`src/vid_pkg.sv`:
```
// ******************************
// shared video types
// word, pixel, address and counter
// widths, raster state enum
// ******************************

package vid_pkg;

    // one vram word holds four 4-bit pixels
    typedef logic [15:0] vword_t;

    // palette index of one pixel
    typedef logic [3:0] pix_t;

    // full-width word address, smaller rams use the low bits
    typedef logic [15:0] vaddr_t;

    // h or v raster position
    typedef logic [9:0] coord_t;

    // vertical phase of the raster
    typedef enum logic [1:0] {
        rs_active = 2'd0,   // visible lines
        rs_front  = 2'd1,   // front porch
        rs_sync   = 2'd2,   // vsync lines
        rs_back   = 2'd3    // back porch
    } raster_state_t;

endpackage
```
`src/pixel_fetch.sv`:
```
// ******************************
// pixel fetch and unpack
// word addresses, nibble shifter,
// sync and blank alignment
// ******************************

module pixel_fetch #(
    parameter int H_ACTIVE = 640
) (
    input  logic            clk,
    input  logic            rst_n,
    input  vid_pkg::coord_t h_count,
    input  vid_pkg::coord_t v_count,
    input  logic            active,
    input  logic            hsync_raw,
    input  logic            vsync_raw,
    output logic            fetch_req,
    output vid_pkg::vaddr_t fetch_addr,
    input  vid_pkg::vword_t fetch_data,
    output vid_pkg::pix_t   pix,
    output logic            pix_valid,
    output logic            hsync,
    output logic            vsync
);

    localparam int WORDS_PER_LINE = H_ACTIVE / 4;

    logic            fetch_d1;       // fetch_data carries our word this cycle
    vid_pkg::vword_t shift_q;        // pixels of the current word, msn first
    logic [1:0]      active_pipe;
    logic [1:0]      hsync_pipe;
    logic [1:0]      vsync_pipe;

    // one word covers four pixels
    assign fetch_req  = active && (h_count[1:0] == 2'b00);
    assign fetch_addr = vid_pkg::vaddr_t'(v_count * WORDS_PER_LINE) +
                        vid_pkg::vaddr_t'(h_count >> 2);

    always_ff @(posedge clk or negedge rst_n) begin
        if (!rst_n) begin
            fetch_d1    <= 1'b0;
            active_pipe <= '0;
            hsync_pipe  <= '0;
            vsync_pipe  <= '0;
        end else begin
            fetch_d1    <= fetch_req;
            active_pipe <= {active_pipe[0], active};
            hsync_pipe  <= {hsync_pipe[0], hsync_raw};
            vsync_pipe  <= {vsync_pipe[0], vsync_raw};
        end
    end

    // load lands exactly as the previous word runs out
    always_ff @(posedge clk) begin
        if (fetch_d1) begin
            shift_q <= fetch_data;
        end else begin
            shift_q <= {shift_q[11:0], 4'h0};
        end
    end

    assign pix       = shift_q[15:12];
    assign pix_valid = active_pipe[1];  // stage one plus two cycles
    assign hsync     = hsync_pipe[1];
    assign vsync     = vsync_pipe[1];

endmodule

```
`config.mk`:
```
export PLATFORM = sky130hd
export DESIGN_NAME = pixel_fetch
export DESIGN_NICKNAME = d
export VERILOG_FILES = /design/src/vid_pkg.sv /design/src/pixel_fetch.sv
export SDC_FILE = /design/constraint.sdc
export NUM_CORES = 1
export LEC_CHECK = 0
export ABC_AREA = 0
export BUFFER_PORTS_ARGS = -buffer_cell sky130_fd_sc_hd__buf_2
export CAP_MARGIN = 5
export CORE_ASPECT_RATIO = 1.25
export CORE_MARGIN = 2
export CORE_UTILIZATION = 45
export DETAILED_ROUTE_END_ITERATION = 8
export PLACE_DENSITY = 0.77
export SYNTH_ARGS = -nofsm -noshare
export SYNTH_HDL_FRONTEND = slang
export SYNTH_SLANG_ARGS = --single-unit
export TNS_END_PERCENT = 5
```
`constraint.sdc`:
```
create_clock -name clk -period 2.8 [get_ports clk]
set_input_delay 0.14 -clock clk [delete_from_list [all_inputs] [get_ports clk]]
set_output_delay 0.14 -clock clk [all_outputs]
set_load 0.01 [all_outputs]
```
; Word-level counts from Yosys, hierarchy flattened
; Index checks and enable logic that the tools add are counted.
[totals]
register_bits = 23
input_bits = 41
output_inout_bits = 24
wordCells = 11
[op_classes]
addsub = 1
n_mul = 1
mux = 1
n_reduce_logical = 2
[op_table]
columns = cell, count
row1 = $add 16x8->16, 1
row2 = $mux 16, 1
row3 = $mul 10x3->11 const B, 1
row4 = $logic_not 2->1, 1
row5 = $logic_and 1x1->1, 1

; Longest topological paths before layout
[depth]
word_depth = 2
ltp_mapped = 9
ltp_nobuf = 9

; Worst setup path before layout
; No wires, ideal clock.
[synth_path]
path_type = input -> output
startpoint = input v_count[1]
endpoint = output fetch_addr[15]
arrival_ps = 2258
required_ps = 2660
slack_ps = 402
stages = 9
path_buffers = 0
path_cell_list = ha_1 > ha_1 > fa_1 > a211oi_1 > nor2_1 > xor2_1 > nand3_1 > nor3b_1 > xor2_1
[synth_between]
elab_chain_cells = 2
[synth_rtl]
columns = item, line
row1 = from (decl), pixel_fetch.sv:13  ; input vid_pkg::coord_t v_count,
row2 = $mul 10x3->11, pixel_fetch.sv:36  ; assign fetch_addr = vid_pkg::vaddr_t'(v_count * WORDS_PER_LINE) +
row3 = $add 16x8->16, pixel_fetch.sv:36
row4 = to (decl), pixel_fetch.sv:18  ; output vid_pkg::vaddr_t fetch_addr,
; Every way passes these cells.

; Final worst setup path
; Same ends and word-level chain as after synthesis.

==> results.txt <==
----------------------------------------------------
[Status]
  Result of the run ... finished clean

[STA]
  Slew at the pin with the worst max-slew slack ... between 0.5 and 0.6 ns
  Min Clock Period, post-route ... between 2 and 3 ns
  Clock skew ... 0.00443 ns
  Smallest hold slack ... 0.0384 ns
  Final Slew Violations ... 0
  Number of setup violations in the final report ... 0
  F_max ... 0.368 GHz
  Setup repair after global routing missed its margin ... false
  Total count of hold-check failures in the final report ... 0
  Sum Neg Setup Slack ... 0 ns
  Portion of the clock cycle consumed by the worst path in the final layout ... 0.970
  Slew HR ... 0.634

[Cells and area]
  Number of nets in the finished design ... 235
  Commonest cells after routing, fill and taps aside ... buf_2 (54), ha_1 (18), dfxtp_1 (16)
  Share of post-route cells with drive strength above 1 ... 0.416
  Area used by multi-input combinational logic ... 743 sq um
  Number of antenna repair diodes ... 0
  Most frequent standard cell in the layout excluding fill and tap cells ... buf_2
  Fillers ... 256
  Synth-to-Final Area Change ... 25.1%
  FF/Latch Area ... approximately 500 sq um

[Detailed routing]
  Vias ... 1002
  Total wirelength of the detailed-routed design ... 2.31 mm
  Initial DRC count ... 5
  Post-route DRC ... 0
  Drt via density ... about 4.8
  Detailed Routing Iterations Pass 1 ... 4
  Final antenna-violating net count ... 0
  Detail-routed net length per standard cell ... 11.0 microns

[Clocking]
  Clock insertion delay at the later pin of the skew report ... 0.30 ns
  Clock net sink count ... 23
  Depth of the CTS H-tree ... 1
  Register clock-pin slew on the reported worst setup and hold paths ... 0.11 ns
  TritonCTS Buffers ... 3
  Post-CTS Setup Bufs ... 0
  Clock Root Buffer ... clkbuf_4
  Quantity of hold-fixing buffers added after cts ... 6
  Resized cells post-CTS ... 0
  Maximum buffer depth of the clock tree ... 2
  Clock tree from TritonCTS ... done

[Global route]
  Pin count of the biggest net entering global routing ... 17
  Initial antenna violation count ... 0
  Wire length of the first global-routing pass ... 3.73 mm
  Number of global-route vias before repair ... 968
  Remaining global-route overflow ... 0
  Global-route usage over all layers ... 0.142

[Floorplan]
  DIE AREA ... 3420 sq um
  Initial Utilization ... 0.461
  Vert. Die Dim ... 64.8 microns
  Number of primary I/O pins ... 65
  CORE AREA ... between 2000 and 3000 sq um
  Placement Rows ... 22
  Chip Width ... 52.7 microns

[Power]
  Static leakage ... 0.862 nW
  Overall power consumption ... 0.783 mW
  PD cells ... 470 nW/um^2
  Worst IR drop on VDD ... 0.400 mV

[Synth]
  Warnings from Yosys ... 0
  Cell area after synthesis ... 1330 sq um
  Sequential-to-total area share from yosys stat ... 0.372
  Unique masters post-synth ... 28
  Gate count of the mapped netlist ... ~120
  #FFs+latches synth ... 23
  Synth Net Count ... 180
  Syn avg cell area ... approximately 11 sq um

[Critical path]
  Worst Setup Start Kind ... input port
  CP max FO ... 3
  Reg2Reg Setup Slack ... 1.60 ns
  Reg2reg start ... fetch_d1
  Data arrival time of the critical path ... between 2 and 3 ns
  Reg2reg path depth ... 1
  Reg-to-reg critical path endpoint ... shift_q[10]
  Crit path required time ... 2.66 ns
  Worst Setup End Kind ... output port
  Category of the critical setup timing path ... in -> out

[Place]
  Estimated wirelength of the detail-placed design ... about 2.0 mm
  RePlAce Congestion ... 0.709
  Number of port buffers ... 54

[Job]
  Max-cap violations ... 0

[Worst hold path]
  Worst min-delay path endpoint ... shift_q[2]
  Kind of path behind the tightest hold check ... in -> reg
  Cell depth of the worst hold path ... 2
  Startpoint of the most critical hold path ... fetch_data[2]

----------------------------------------------------
## state kept, by name (all words and copies together), names as in the netlist
signal and count:
active_pipe 2, fetch_d1 1, hsync_pipe 2, shift_q 16
vsync_pipe 2
## synthesized netlist by cell type
master     number  area share
xor2_1          9       0.059
a211oi_1        2       0.011
buf_4           9       0.051
nor2_1          3      0.0085
o21bai_1        2       0.011
inv_1           5       0.014
dfxtp_1        16        0.24
a21oi_2         1      0.0066
and3b_1         1      0.0066
dfrtp_1         7        0.13
nand3_1         3       0.011
ha_1           18        0.17
nor3b_2         1      0.0094
xnor2_1         6       0.039
nor3_1          1      0.0038
a21oi_1         3       0.011
fa_1            2       0.030
mux2_2         12        0.10
clkbuf_1        2      0.0056
nand2_1         1      0.0028
nor2b_1         1      0.0047
nor3b_1         2       0.011
a21o_1          3       0.017
a31o_1          1      0.0066
o21ai_0         2      0.0075
o21ai_1         1      0.0038
and2_1          4       0.019
a2111oi_0       1      0.0066
## power breakdown
part | switching (mW) | leakage (nW) | internal, mW
clock network | 0.0872 | 0.0150 | 0.0554
registers | 0.00640 | 0.215 | 0.347
logic | 0.143 | 0.632 | 0.145
total | 0.236 | 0.862 | 0.547
## layout make-up
cell class,count,area share
multi-input cells,80,0.446
flip-flops and latches,23,0.297
repair buffers,61,0.203
well taps,36,0.0270
clock buffers,4,0.0158
inverters,5,0.0113
## per-layer routing
metal / GRT usage / share of wire / vias up
met3: 0.0161 / 0.069 / 2
li1: - / - / 512
met4: 0.0385 / 0.0082 / 0
met2: 0.281 / 0.52 / 44
met1: 0.149 / 0.40 / 444
met5: 0 / 0 / -
## how the worst max path moves through the flow
stage	cells after the start	to	start	slack, ns
CTS	11	fetch_addr[15]	v_count[1]	0.12
global placement	11	fetch_addr[15]	v_count[1]	0.22
floorplan	9	fetch_addr[15]	v_count[1]	0.40
finish	11	fetch_addr[15]	v_count[1]	0.08
global route	11	fetch_addr[15]	v_count[1]	0.001
detailed placement	11	fetch_addr[15]	v_count[1]	0.14
## metrics by stage
| stage | setup slack (ns) | utilization | instance area [sq um] | instances |
|---|---|---|---|---|
| floorplan | 0.402 | - | 1330 | 119 |
| global placement | 0.221 | 0.547 | 1580 | 199 |
| detailed placement | 0.138 | 0.547 | 1580 | 199 |
| CTS | 0.121 | 0.577 | 1670 | 209 |
| global route | 0.00131 | 0.577 | 1670 | 209 |
| finish | 0.0837 | 0.577 | 1670 | 209 |
## critical path: stages
cell and delay (ns):
buf_2 0.11, ha_1 0.29, ha_1 0.23, fa_1 0.41, a211oi_1 0.32, nor2_1 0.10
xor2_1 0.19, nand3_1 0.15, nor3b_1 0.33, xor2_1 0.17, buf_2 0.14
## logic make-up (layout without fill, tap and decap cells)
family	Yosys count	after routing	synth area share
XOR/XNOR	15	15	0.0986
AO/OA/AOI/OAI	16	16	0.0817
multiplexers	12	12	0.101
flip-flops	23	23	0.372
AND/OR/NAND/NOR	17	17	0.0770
adder cells (fa/ha/maj)	20	20	0.199
buffers and inverters	16	70	0.0704
(Power assumes the default switching activity.)
