[config.mk]
export PLATFORM = sky130hd
export DESIGN_NAME = vram_arbiter
export DESIGN_NICKNAME = d
export VERILOG_FILES = /design/src/vid_pkg.sv /design/src/vram_arbiter.sv
export SDC_FILE = /design/constraint.sdc
export NUM_CORES = 1
export LEC_CHECK = 0
export ABC_AREA = 0
export BUFFER_PORTS_ARGS = -buffer_cell sky130_fd_sc_hd__buf_2
export CORE_UTILIZATION = 44
export DETAILED_ROUTE_END_ITERATION = 10
export GPL_TIMING_DRIVEN = 0
export PLACE_DENSITY = 0.95
export SYNTH_ARGS = -nofsm -noshare
export SYNTH_HDL_FRONTEND = slang
export SYNTH_SLANG_ARGS = --single-unit
[constraint.sdc]
create_clock -name clk -period 5.56 [get_ports clk]
set_input_delay 0.278 -clock clk [delete_from_list [all_inputs] [get_ports clk]]
set_output_delay 0.278 -clock clk [all_outputs]
set_load 0.02 [all_outputs]
[src/vid_pkg.sv]
// ******************************
// shared video types
// word, pixel, address and counter
// widths, raster state enum
// ******************************

package vid_pkg;

    // one vram word holds four 4-bit pixels
    typedef logic [15:0] vword_t;

    // palette index of one pixel
    typedef logic [3:0] pix_t;

    // full-width word address, smaller rams use the low bits
    typedef logic [15:0] vaddr_t;

    // h or v raster position
    typedef logic [9:0] coord_t;

    // vertical phase of the raster
    typedef enum logic [1:0] {
        rs_active = 2'd0,   // visible lines
        rs_front  = 2'd1,   // front porch
        rs_sync   = 2'd2,   // vsync lines
        rs_back   = 2'd3    // back porch
    } raster_state_t;

endpackage
[src/vram_arbiter.sv]
// ******************************
// vram port arbiter
// raster fetch first, host second,
// one pending host access
// ******************************

module vram_arbiter (
    input  logic            clk,
    input  logic            rst_n,
    input  logic            fetch_req,
    input  vid_pkg::vaddr_t fetch_addr,
    output vid_pkg::vword_t fetch_data,
    input  logic            host_wr,
    input  logic            host_rd,
    input  vid_pkg::vaddr_t host_addr,
    input  vid_pkg::vword_t host_wdata,
    output logic            host_busy,
    output vid_pkg::vword_t host_rdata,
    output logic            host_rd_valid,
    output logic            mem_sel,
    output logic            mem_wr_en,
    output vid_pkg::vaddr_t mem_addr,
    output vid_pkg::vword_t mem_wdata,
    input  vid_pkg::vword_t mem_rdata
);

    logic            host_req;       // strobe taken this cycle
    logic            host_rd_issue;  // a host read goes to the ram now
    logic            pend_valid_q;
    logic            pend_wr_q;      // kind of the waiting access
    vid_pkg::vaddr_t pend_addr_q;
    vid_pkg::vword_t pend_wdata_q;
    logic            host_owner_q;   // last ram read belongs to the host

    assign host_req  = (host_wr || host_rd) && !pend_valid_q;
    assign host_busy = pend_valid_q;

    // a fetch never follows a fetch, so the pending slot always drains next cycle
    assign host_rd_issue = !fetch_req && ((pend_valid_q && !pend_wr_q) || (host_req && host_rd));

    always_comb begin
        mem_sel   = fetch_req || pend_valid_q || host_req;
        mem_wdata = pend_valid_q ? pend_wdata_q : host_wdata;
        if (fetch_req) begin
            mem_wr_en = 1'b0;
            mem_addr  = fetch_addr;
        end else if (pend_valid_q) begin
            mem_wr_en = pend_wr_q;
            mem_addr  = pend_addr_q;
        end else begin
            mem_wr_en = host_wr;    // sel is low without a strobe
            mem_addr  = host_addr;
        end
    end

    always_ff @(posedge clk or negedge rst_n) begin
        if (!rst_n) begin
            pend_valid_q <= 1'b0;
            host_owner_q <= 1'b0;
        end else begin
            pend_valid_q <= fetch_req && host_req;  // collided, wait one slot
            host_owner_q <= host_rd_issue;
        end
    end

    always_ff @(posedge clk) begin
        if (fetch_req && host_req) begin
            pend_wr_q    <= host_wr;
            pend_addr_q  <= host_addr;
            pend_wdata_q <= host_wdata;
        end
    end

    // returning word goes to both sides, the owner bit qualifies the host copy
    assign fetch_data    = mem_rdata;
    assign host_rdata    = mem_rdata;
    assign host_rd_valid = host_owner_q;

    a_no_strobe_busy: assert property (@(posedge clk) disable iff (!rst_n)
        host_busy |-> !(host_wr || host_rd));

    a_one_strobe: assert property (@(posedge clk) disable iff (!rst_n)
        !(host_wr && host_rd));

    // the pending slot relies on this spacing
    a_fetch_spacing: assert property (@(posedge clk) disable iff (!rst_n)
        fetch_req |=> !fetch_req);

endmodule

# [Word-level counts from Yosys, hierarchy flattened]
# Cells that the tools add are included.
[totals] regBits=35 output_inout_bits=68 word_cells=22 input_bits=69
[op_classes] n_reduce_logical=12 mux=5
[op_table] operator="16-bit 2-to-1 mux" count=3
[op_table] operator="1-bit logical AND" count=5
[op_table] operator="1-bit logical OR" count=4
[op_table] operator="1-bit zero test" count=3
[op_table] operator="1-bit 2-to-1 mux" count=2

# [Depth between registers and ports, before layout]
[logic_depth] depth_word=5 depth_mapped=4

# [Worst setup path after synthesis]
# Ideal clock, no wire load.
[synth_path] path_type="register -> register" from="register pend_valid_q (netlist: host_busy)" to="register pend_addr_q[0] (enable)" synth_period_minus_slack_ns=3.752 n_path_buf=2 required_ns=5.087 stages_incl_launch_ff=4 slack_ns=1.808 t_arrival_ns=3.279 cell_sequence="dfrtp_1 > buf_6 > buf_12 > nor3b_1"
[synth_via] elab_chain_cells=3
[synth_lines] element="from (decl)" line="vram_arbiter.sv:29" rtl="logic pend_valid_q;"
[synth_lines] element="from (signal assigned)" line="vram_arbiter.sv:61" rtl="pend_valid_q <= fetch_req && host_req;"
[synth_lines] element="1-bit zero test" line="vram_arbiter.sv:35" rtl="assign host_req = (host_wr || host_rd) && !pend_valid_q;"
[synth_lines] element="1-bit logical AND" line="vram_arbiter.sv:35"
[synth_lines] element="1-bit logical AND" line="vram_arbiter.sv:67" rtl="if (fetch_req && host_req) begin"
[synth_lines] element="to (signal assigned)" line="vram_arbiter.sv:69" rtl="pend_addr_q <= host_addr;"
[synth_lines] element="to (decl)" line="vram_arbiter.sv:31" rtl="vid_pkg::vaddr_t pend_addr_q;"
# No other way between the ends.
# A chain may end at the register's enable or synchronous reset.

# [Worst setup path in the final report]
[layout_path] from="register pend_valid_q (netlist: host_busy)" to="register pend_wdata_q[6] (enable)"
[layout_via] elab_chain_cells=3
[layout_lines] element="1-bit zero test" line="vram_arbiter.sv:35"
[layout_lines] element="1-bit logical AND" line="vram_arbiter.sv:35"
[layout_lines] element="1-bit logical AND" line="vram_arbiter.sv:67"
[layout_lines] element="to (signal assigned)" line="vram_arbiter.sv:70" rtl="pend_wdata_q <= host_wdata;"
[layout_lines] element="to (decl)" line="vram_arbiter.sv:32" rtl="vid_pkg::vword_t pend_wdata_q;"
# No other way between the ends.

==> summary.md <==
| Metric | Value |
|---|---|
| Outcome | complete, no violations |
| Syn Nets | 216 |
| Placement Setup Slack | 3.56 ns |
| Slowest CP cell | nor3b_2 |
| Height of the die | 68.4 um |
| Remaining antenna violation count after routing | 0 |
| Category of the critical setup timing path | flip-flop to flip-flop |
| Number of standard-cell rows in the floorplan | 23 |
| Mean number of vias per cell | 4.67 |
| Synthesized netlist cell count | 147 |
| Layout Nets | 345 |
| Number of fill cells in the layout | 323 |
| Final Max Tran Viols | 0 |
| Worst Path Required | 5.54 ns |
| Total core area | 4120 um2 |
| Portion of the post-synthesis area used by sequential elements | 53.7% |
| Hold WC Path Type | primary input to flip-flop |
| Worst-Margin Slew | 0.881 ns |
| Cts bufs inserted | 5 |
| Number of top-level pins | 137 |
| Initial core utilization | 47.1% |
| Post-Synthesis Cell Area | 1940 um2 |
| Critical path peak fanout | 14 |
| Hold Slack | 0.188 ns |
| CP Cell Sequence | buf_6, buf_12, nor3b_2, buf_6 |
| Standard cell area after detailed placement | 2630 um2 |
| Average routed wire per standard cell | 12.0 um |
| Die footprint | 4680 um2 |
| Sink count of the clock tree | 35 |
| Final number of hold-violating endpoints | 0 |
| #FFs+latches synth | 35 |
| Setup TNS after final layout | 0 ns |
| Gates resized, CTS repair | 0 |
| Core utilization of the finished layout | 66.0% |
| Portion of the clock cycle consumed by the worst path in the final layout | 35.9% |
| Post-Syn Area per Cell | 13.2 um2 |
| Post-route setup slack | 3.56 ns |
| First DRT Iteration DRCs | 60 |
| Input/output buffers | 119 |
| CP endpoint kind | flip-flop |
| Cell area power density | 244 nW/um2 |
| Layout Area Growth over Synthesis | 40.1% |
| Setup repair after global routing missed its margin | false |
| Clock buffer depth | 2 |
| Count of maximum capacitance violations | 0 |
| Final worst path period need | 2.00 ns |
| Kind of cell adding the most delay to the critical path | simple AND/OR/NAND/NOR gates |
| Count of yosys warnings during synthesis | 0 |
| Clock latency of the later-clocked register in the worst-skew pair | 0.28 ns |
| TritonCTS clock tree | built |
| Placer Congestion | 0.690 |
| Congestion Overflow GR | 0 |
| Share of layout cells above drive strength 1 | 66.4% |
| Largest stage delay, worst path | 0.73 ns |
| Number of distinct library cells after synthesis | 16 |
| Antenna fix cells | 0 |
| Post-route design area | 2720 um2 |
| # setup viols final | 0 |
| WL final | 3910 um |
| Total via count after detailed routing | 1,526 |
| Setup repair bufs after CTS | 0 |
| Detail Placement HPWL | 3100 um |
| CTS H-Tree Depth | 2 |
| Width of the die | 68.4 um |
| Peak supply drop | 0.164 mV |
| Tot GR Track Use | 17.5% |
| Post-CTS Hold Fix Bufs | 1 |
| Final Skew | 0.00268 ns |
| Critical path startpoint category | flip-flop |
| Total iterations of the first detailed-routing run | 4 |
| Vias in the first global route | 1,342 |
| LEAKAGE | 1.30 nW |
| Buffering stage count on the worst path with inverters included | 3 |
| Slew Limit Headroom | 41.0% |
| Most frequent cell on the critical path | buf_6 |
| Data arrival, critical path | 1.98 ns |
| First-pass GRT wire length | 5830 um |
| Largest net degree at the start of global routing | 15 |
| Clock root cell | clkbuf_8 |
| Clock transition at the register clock pins on the worst setup and hold paths after CTS | 0.07 ns |
| Number of remaining DRC errors | 0 |
| Maximum frequency from static timing analysis | 501 MHz |
| Antenna violations before repair | 0 |
[cell usage after synthesis (all sizes together)]
cell type / number / area, um2
nor2: 4 / 15.0
mux2: 16 / 214
mux2i: 17 / 170
clkbuf: 2 / 7.51
nor3b: 1 / 7.51
a211oi: 1 / 12.5
o21ai: 16 / 83.8
dfrtp: 2 / 50.1
buf: 38 / 324
edfxtp: 33 / 991
nand2: 17 / 63.8
[metrics by stage]
step                power (mW)  std cells
global placement         0.497        316
finish                   0.663        327
detailed placement       0.502        318
global route             0.698        327
floorplan                0.440        147
CTS                      0.672        327
[layout make-up]
type / instances / area, um2 / share of cell area (%)
buffer: 40 / 332 / 12.2
clock buffer: 6 / 72.6 / 2.67
clock inverter: 2 / 8.76 / 0.322
multi-input combinational: 72 / 572 / 21.1
sequential: 35 / 1040 / 38.3
tap: 50 / 62.6 / 2.30
timing repair buffer: 122 / 628 / 23.1
[report_power, final]
part,leakage [nW],switching [mW],internal [mW]
registers,0.336,0.00408,0.306
clock network,0.0426,0.0806,0.0859
logic,0.921,0.0992,0.0864
total,1.30,0.184,0.479
[per-layer routing]
| layer | share of wire, % | global-route usage, % | vias up | wire length, um |
|---|---|---|---|---|
| li1 | - | - | 746 | - |
| met1 | 42 | 19.7 | 701 | 1630 |
| met2 | 50 | 31.4 | 77 | 1950 |
| met3 | 7.7 | 5.33 | 2 | 299 |
| met4 | 0.61 | 5.47 | 0 | 24 |
| met5 | 0 | 0 | - | 0 |
[logic make-up after synthesis]
| kind of cell | share of synthesized area, % |
|---|---|
| simple gates | 4.45 |
| flops | 53.7 |
| buf+inv | 17.1 |
| mux | 19.8 |
| compound gates | 4.97 |
[registers in the layout (all words and copies together) (netlist names)]
| signal | cells |
|---|---|
| pend_addr_q | 16 |
| pend_wdata_q | 16 |
| host_busy | 1 |
| host_rd_valid | 1 |
| pend_wr_q | 1 |
[layout by cell type, fill, tap and decap left out, types with 2 or more instances in the layout]
| cell type | instances |
|---|---|
| clkbuf_1 | 3 |
| buf_6 | 3 |
| mux2_4 | 9 |
| nand2_1 | 17 |
| buf_2 | 120 |
| buf_4 | 33 |
| clkbuf_8 | 5 |
| dfrtp_1 | 2 |
| nor2_1 | 4 |
| edfxtp_1 | 33 |
| buf_12 | 3 |
| mux2i_1 | 17 |
| o21ai_1 | 15 |
| mux2_2 | 7 |
[final timing paths]
kind / start / end / slack (ns) / cells after the start
hold reg to reg: pend_wr_q$_DFFE_PP_ / host_rd_valid$_DFF_PN0_ / 0.49 / 1
setup / recovery: host_busy$_DFF_PN0_ / pend_wdata_q[6]$_DFFE_PP_ / 3.56 / 4
max in group asynchronous: rst_n / host_rd_valid$_DFF_PN0_ / 5.15 / 2
min in group asynchronous: rst_n / host_busy$_DFF_PN0_ / 0.32 / 2
hold / removal: host_addr[1] / pend_addr_q[1]$_DFFE_PP_ / 0.19 / 1
setup reg to reg: host_busy$_DFF_PN0_ / pend_wdata_q[6]$_DFFE_PP_ / 3.56 / 4
Note: power is estimated with default switching activity, not from simulation.
