## config.mk

```make
export PLATFORM = sky130hd
export DESIGN_NAME = video_timing
export DESIGN_NICKNAME = d
export VERILOG_FILES = /design/src/vid_pkg.sv /design/src/video_timing.sv
export SDC_FILE = /design/constraint.sdc
export NUM_CORES = 1
export LEC_CHECK = 0
export ABC_AREA = 1
export BUFFER_PORTS_ARGS = -buffer_cell sky130_fd_sc_hd__buf_2
export CAP_MARGIN = 10
export CORE_MARGIN = 1.5
export CORE_UTILIZATION = 42
export CTS_BUF_LIST = sky130_fd_sc_hd__clkbuf_8 sky130_fd_sc_hd__clkbuf_16
export DETAILED_ROUTE_END_ITERATION = 12
export HOLD_SLACK_MARGIN = 0.03
export PLACE_DENSITY = 0.6
export SLEW_MARGIN = 0
export SYNTH_ARGS = -nofsm -noshare
export SYNTH_HDL_FRONTEND = slang
export SYNTH_SLANG_ARGS = --single-unit
export TNS_END_PERCENT = 100
```

## constraint.sdc

```tcl
create_clock -name clk -period 3.9 [get_ports clk]
set_clock_uncertainty 0.15 [all_clocks]
set_input_delay 0 -clock clk [delete_from_list [all_inputs] [get_ports clk]]
set_output_delay 0 -clock clk [all_outputs]
set_load 0.01 [all_outputs]
```

## src/vid_pkg.sv

```systemverilog
// ******************************
// shared video types
// word, pixel, address and counter
// widths, raster state enum
// ******************************

package vid_pkg;

    // one vram word holds four 4-bit pixels
    typedef logic [15:0] vword_t;

    // palette index of one pixel
    typedef logic [3:0] pix_t;

    // full-width word address, smaller rams use the low bits
    typedef logic [15:0] vaddr_t;

    // h or v raster position
    typedef logic [9:0] coord_t;

    // vertical phase of the raster
    typedef enum logic [1:0] {
        rs_active = 2'd0,   // visible lines
        rs_front  = 2'd1,   // front porch
        rs_sync   = 2'd2,   // vsync lines
        rs_back   = 2'd3    // back porch
    } raster_state_t;

endpackage
```

## src/video_timing.sv

```systemverilog
// ******************************
// raster timing
// h and v counters, sync pulses,
// active area flag
// ******************************

module video_timing #(
    parameter int H_ACTIVE     = 640,
    parameter int H_TOTAL      = 800,
    parameter int H_SYNC_START = 656,
    parameter int H_SYNC_LEN   = 96,
    parameter int V_ACTIVE     = 480,
    parameter int V_TOTAL      = 525,
    parameter int V_SYNC_START = 490,
    parameter int V_SYNC_LEN   = 2
) (
    input  logic            clk,
    input  logic            rst_n,
    output vid_pkg::coord_t h_count,
    output vid_pkg::coord_t v_count,
    output logic            active,
    output logic            hsync_raw,
    output logic            vsync_raw
);

    localparam int H_SYNC_END = H_SYNC_START + H_SYNC_LEN;
    localparam int V_SYNC_END = V_SYNC_START + V_SYNC_LEN;

    vid_pkg::raster_state_t state;
    vid_pkg::raster_state_t state_next;
    vid_pkg::coord_t        v_next;
    logic                   h_wrap;     // last pixel of the line

    assign h_wrap = (h_count == vid_pkg::coord_t'(H_TOTAL - 1));
    assign v_next = (v_count == vid_pkg::coord_t'(V_TOTAL - 1)) ? '0 : v_count + 1'b1;

    // vertical phase only moves at end of line
    always_comb begin
        state_next = state;
        if (h_wrap) begin
            case (state)
                vid_pkg::rs_active: begin
                    if (v_next == vid_pkg::coord_t'(V_ACTIVE)) begin
                        // zero-length front porch goes straight to sync
                        state_next = (V_SYNC_START == V_ACTIVE) ? vid_pkg::rs_sync
                                                                : vid_pkg::rs_front;
                    end
                end
                vid_pkg::rs_front: begin
                    if (v_next == vid_pkg::coord_t'(V_SYNC_START)) begin
                        state_next = vid_pkg::rs_sync;
                    end
                end
                vid_pkg::rs_sync: begin
                    if (v_next == '0) begin
                        state_next = vid_pkg::rs_active;
                    end else if (v_next == vid_pkg::coord_t'(V_SYNC_END)) begin
                        state_next = vid_pkg::rs_back;
                    end
                end
                vid_pkg::rs_back: begin
                    if (v_next == '0) begin
                        state_next = vid_pkg::rs_active;
                    end
                end
            endcase
        end
    end

    always_ff @(posedge clk or negedge rst_n) begin
        if (!rst_n) begin
            h_count <= '0;
            v_count <= '0;
            state   <= vid_pkg::rs_active;  // line 0 is visible
        end else begin
            state <= state_next;
            if (h_wrap) begin
                h_count <= '0;
                v_count <= v_next;
            end else begin
                h_count <= h_count + 1'b1;
            end
        end
    end

    assign active    = (h_count < vid_pkg::coord_t'(H_ACTIVE)) && (state == vid_pkg::rs_active);
    assign hsync_raw = (h_count >= vid_pkg::coord_t'(H_SYNC_START)) &&
                       (h_count < vid_pkg::coord_t'(H_SYNC_END));
    assign vsync_raw = (state == vid_pkg::rs_sync);

    a_h_range: assert property (@(posedge clk) disable iff (!rst_n)
        h_count < vid_pkg::coord_t'(H_TOTAL));

    // fsm must agree with the line counter
    a_state_track: assert property (@(posedge clk) disable iff (!rst_n)
        (state == vid_pkg::rs_active) == (v_count < vid_pkg::coord_t'(V_ACTIVE)));

endmodule

```

# Word level (Yosys, flattened, before mapping)
# Index checks and enable logic that the tools add are counted.
[word_totals]
register_bits = 22
latchBits = 0
ram_bits = 0
mem_bits_ro = 0
inputBits = 2
output_inout_bits = 23
n_memories = 0
[classes]
addsub = 2
multipliers = 0
div_mod_pow = 0
order_cmp = 3
n_eq_ne = 12
shift = 0
mux = 8
bitwise = 0
n_reduce_logical = 5
[op_table]
columns = ["op", "count"]
rows = [
  ["$eq A10 B9 Y1 const B", 3],
  ["$add A10 B1 Y10 const B", 2],
  ["$eq A10 B10 Y1 const B", 2],
  ["$lt A10 B10 Y1 const B", 2],
  ["$mux W10", 2],
  ["$ge A10 B10 Y1 const B", 1],
  ["$logic_not A10 Y1", 1],
  ["$mux W2", 5],
  ["$pmux W2 S4", 1],
  ["$ne A2 B2 Y1 const B", 3],
  ["$reduce_and A5 Y1", 1],
  ["$eq A2 B2 Y1 const B", 2],
  ["$ne A3 B1 Y1 const B", 1],
  ["$eq A2 B1 Y1 const B", 1],
  ["$logic_and A1 B1 Y1", 2],
  ["$logic_not A2 Y1", 1],
]

# Logic depth before layout (Yosys ltp)
[depth]
ltp_word = 6
mapped_depth = 16

# Worst setup path after synthesis
# Ideal clock, no wire load.
[synth_path]
path_kind = "register to register"
start = "register v_count[0]"
end = "register state[0]"
setup_time_ns = 0.117
arrival_time_ns = 1.735
required_ns = 3.633
path_slack_ns = 1.898
stages_incl_launch_ff = 16
path_buffers = 0
path_cell_list = "dfrtp_1 inv_2 ha_1 nand2_1 nor2_1 nand4_4 nand2_1 nand2_1 nor2_2 nand3_2 nand2_2 nand2_4 clkinv_1 nand3_1 nand2_1 nand2_1"
[synth_between]
elab_chain_len = 5
word_cells_on_any_way = 14
cone_classes = "1 x add/sub; 8 x eq/ne; 3 x mux; 2 x reduce/logical"
[synth_lines]
columns = ["item", "line_no", "text"]
rows = [
  ["start: declaration", "video_timing.sv:20", "output vid_pkg::coord_t v_count,"],
  ["start signal: assignment", "video_timing.sv:79", "v_count <= v_next;"],
  ["$add A10 B1 Y10 or $eq A10 B10 Y1 (tied branches)", "video_timing.sv:35", "assign v_next = (v_count == vid_pkg::coord_t'(V_TOTAL - 1)) ? '0 : v_count + 1'b1;"],
  ["$mux W10 *", "video_timing.sv:35", ""],
  ["$eq A10 B9 Y1, or another cell as far along", "video_timing.sv:57", "end else if (v_next == vid_pkg::coord_t'(V_SYNC_END)) begin"],
  ["$ne A3 B1 Y1 (no source line), or another cell as far along", "--", ""],
  ["$reduce_and A5 Y1 (no source line) or $pmux W2 S4 (tied branches)", "--", ""],
  ["end signal: assignment", "video_timing.sv:74", "state <= vid_pkg::rs_active;"],
  ["end signal: assignment", "video_timing.sv:76", "state <= state_next;"],
  ["end: declaration", "video_timing.sv:29", "vid_pkg::raster_state_t state;"],
]
# Every way passes the cells marked *; elsewhere a longest branch is shown, timed or not.
# A chain may end at the register's enable or synchronous reset.

# Worst setup path in the final report
[layout_path]
start = "register v_count[0]"
end = "register state[1]"
# The elaborated chain is that of the path after synthesis.

==> flow_summary_export.csv <==
group,metric,value,unit
clock_network,clkTransAtPathRegs,0.08,ns
synth,yosysUniqueCellTypes,28,
placed_design,gp_congestion,0.800,
clock_network,clock_sinks,22,
clock_network,cts_buffers,3,
floorplan,core-area,0.00339,mm^2
global_route,grt_usage,17.7,%
synth,synthCells,216,
global_route,grt_pass1_vias,1214,
synth,synth.cell_area,0.00151,mm^2
floorplan,ios,25,
setup_path,worst-setup-path-type,"reg -> reg",
clock_network,insertion_delay,0.27,ns
clock_network,clockRootBuffer,"clkbuf_8",
route,highest_layer,"met4",
final_layout,fillerInstances,335,
global_route,grt_first_pass_wirelength,5530,um
setup_path,cp_slowest_stage_delay,0.44,ns
pwr,p_total,377,uW
floorplan,die_w,63.0,um
synth,synth_fp_nets,222,
global_route,antenna_found_initial,0,
timing,fin_crit_sh,58.4,%
final_layout,register_area,551,um^2
route,wl_met1,1700,um
clock_network,cts_tree,"built",
timing,fin_setup_tns,0,ns
route,drtIter0Drc,53,
floorplan,start_util,44.6,%
route,remaining_drc_errors,0,
hold_path,holdCritPathClass,"in -> async",
pwr,power_density,217,mW/mm^2
timing,relSlewSlack,64.5,%
route,wl_met2,1380,um
timing,max_freq,0.439,GHz
placed_design,dp_hpwl,2450,um
timing,rsz0062_at_grt,"false",
route,firstDrtPassIters,4,
setup_path,endpoint_kind,"flip-flop",
placed_design,place_area,0.00168,mm^2
timing,setup_viol,0,
final_layout,diodes,0,
run_status,status,"finished clean",
clock_network,post_cts_buffers,0,
timing,slew_violations,0,
final_layout,area_growth,14.6,%
synth,ys_ff_latch,22,
setup_path,cp_cell_sequence,"inv_2 -> ha_1 -> nand2_1 -> nor2_1 -> nand4_4 -> nand2_1 -> nand2_1 -> nor2_2 -> nand3_2 -> nand2_2 -> nand2_4 -> clkinv_1 -> nand3_1 -> nand2_1 -> nand2_1",
synth,syn_area_per_cell,7.00,um^2
final_layout,multi_input_area,827,um^2
setup_path,path_max_fanout,10,
clock_network,cts.path.max_buffers,2,
setup_path,cp_common_cell,"nand2_1",
clock_network,ctsHoldBuffers,1,
final_layout,finalNetCount,250,
setup_path,required,3.91,ns
global_route,grt-ovfl-total,0,
timing,final.min_clock_period,2.28,ns
timing,worst_pin_slew,0.532,ns
setup_path,cpLargestDelayFamily,"simple AND/OR/NAND/NOR gates",
pwr,ir_drop,0.105,mV
floorplan,die_h,63.0,um
timing,finalHoldViolCount,0,
route,routed_wl,3220,um
route,drtAntennaViolNets,0,
floorplan,rows,21,
final_layout,drive_above_1_share,22.3,%
pwr,p_leak,0.000899,uW
setup_path,cp.arrival,2.29,ns
run,maxCapViolCount,0,
floorplan,die-area,0.00397,mm^2
route,viasPerCell,4.81,
route,wire_per_inst,11.2,um
setup_path,crit_path_start_kind,"flip-flop",
final_layout,finish.utilization,51.2,%
final_layout,final_area,0.00173,mm^2
clock_network,cts_resized,0,
route,vias,1386,
synth,yosysSeqAreaShare,36.4,%
global_route,grt_max_degree,23,
placed_design,portBuffers,24,
setup_path,critPathBufInv,2,
route,wl_met3,89,um
clock_network,htreeDepth,1,
synth,ys.warnings.count,0,
setup_path,slowest_stage,"dfrtp_1",
[worst reg2reg max path: cells and delay by family, from the launching register on]
family	cells	cell delay [ns]
DFF	1	0.44
buffers and inverters	2	0.17
and+or+nand+nor	12	1.24
adders and majority gates	1	0.16
[path summary, 6_finish.rpt]
check | slack (ns) | cells past startpoint | startpoint | endpoint
worst max-delay path | 1.62 | 15 | v_count[0] | state[1]
worst min-delay path | 0.09 | 2 | rst_n | h_count[1]
worst max register to register | 1.62 | 15 | v_count[0] | state[1]
worst min register to register | 0.37 | 1 | h_count[0] | h_count[0]
max in group asynchronous | 3.15 | 2 | rst_n | h_count[7]
min in group clk | 0.37 | 1 | h_count[0] | h_count[0]
[layer usage]
metal	vias up	track usage (%)
met5	-	0
met2	22	27.5
li1	732	-
met4	0	6.67
met3	5	2.16
met1	627	25.2
[stage by stage]
stage               std cells  setup WS, ns  hold slack (ns)
detailed placement        284          1.63           -0.132
global placement          284          1.66           -0.143
finish                    288          1.62           0.0864
floorplan                 216          1.90           -0.446
CTS                       288          1.61            0.110
global route              288          1.42            0.160
[cell usage in the layout, fill, tap and decap left out]
master,n
o21ai_0,9
nor2_4,2
inv_2,2
and3_1,1
dlygate4sd3_1,1
nand3_1,18
and2_1,1
nor2_1,27
buf_2,24
inv_1,28
nand2_2,7
o21ai_1,1
dfrtp_1,22
nor2_2,8
o21ai_2,2
nor4_2,1
buf_4,1
ha_1,4
nor4_1,1
o21bai_1,1
nand3_2,2
nand4_1,3
nand2_1,58
nor3_1,3
nand4_4,1
a21oi_1,3
xor2_1,5
nand2_4,1
clkinv_1,2
clkbuf_8,3
[state kept, by name (all words and copies together), names as in the netlist]
name     count
h_count     10
state        2
v_count     10
[cell usage after synthesis]
cell type / number / area (um^2)
and2_1: 1 / 6.26
o21ai_1: 1 / 5.00
nand4_1: 3 / 18.8
nand2_1: 58 / 218
o21bai_1: 1 / 7.51
nor3_1: 3 / 15.0
nor4_1: 1 / 6.26
nor4_2: 1 / 12.5
nand2_4: 1 / 11.3
and3_1: 1 / 6.26
buf_4: 1 / 7.51
dfrtp_1: 22 / 551
o21ai_0: 9 / 45.0
a21oi_1: 3 / 15.0
xor2_1: 5 / 43.8
inv_2: 2 / 7.51
nor2_1: 27 / 101
o21ai_2: 2 / 17.5
nor2_4: 2 / 22.5
nand2_2: 7 / 43.8
nand3_1: 18 / 90.1
clkbuf_1: 2 / 7.51
clkinv_1: 2 / 7.51
nor2_2: 8 / 50.1
nand3_2: 2 / 20.0
nand4_4: 1 / 21.3
ha_1: 4 / 50.1
inv_1: 28 / 105
[power by group]
part	switching (uW)	internal [uW]
sequential	0	228
clock	74.4	69.1
combinational	4.70	1.01
[area by class of cell]
type | instances | area share [%]
multi-input combinational | 159 | 47.7
inverter | 32 | 6.93
tap | 46 | 3.32
clock buffer | 3 | 2.38
timing repair buffer | 26 | 7.94
sequential | 22 | 31.7
[kinds of logic (layout without fill, tap and decap cells)]
logic type | Yosys count | after routing | share of synthesized area, %
XOR/XNOR | 5 | 5 | 2.89
flip-flops | 22 | 22 | 36.4
AND/OR/NAND/NOR | 134 | 134 | 42.5
adder cells (fa/ha/maj) | 4 | 4 | 3.31
buffers and inverters | 35 | 61 | 8.93
AO/OA/AOI/OAI | 16 | 16 | 5.95
Note: power is estimated with default switching activity, not from simulation.
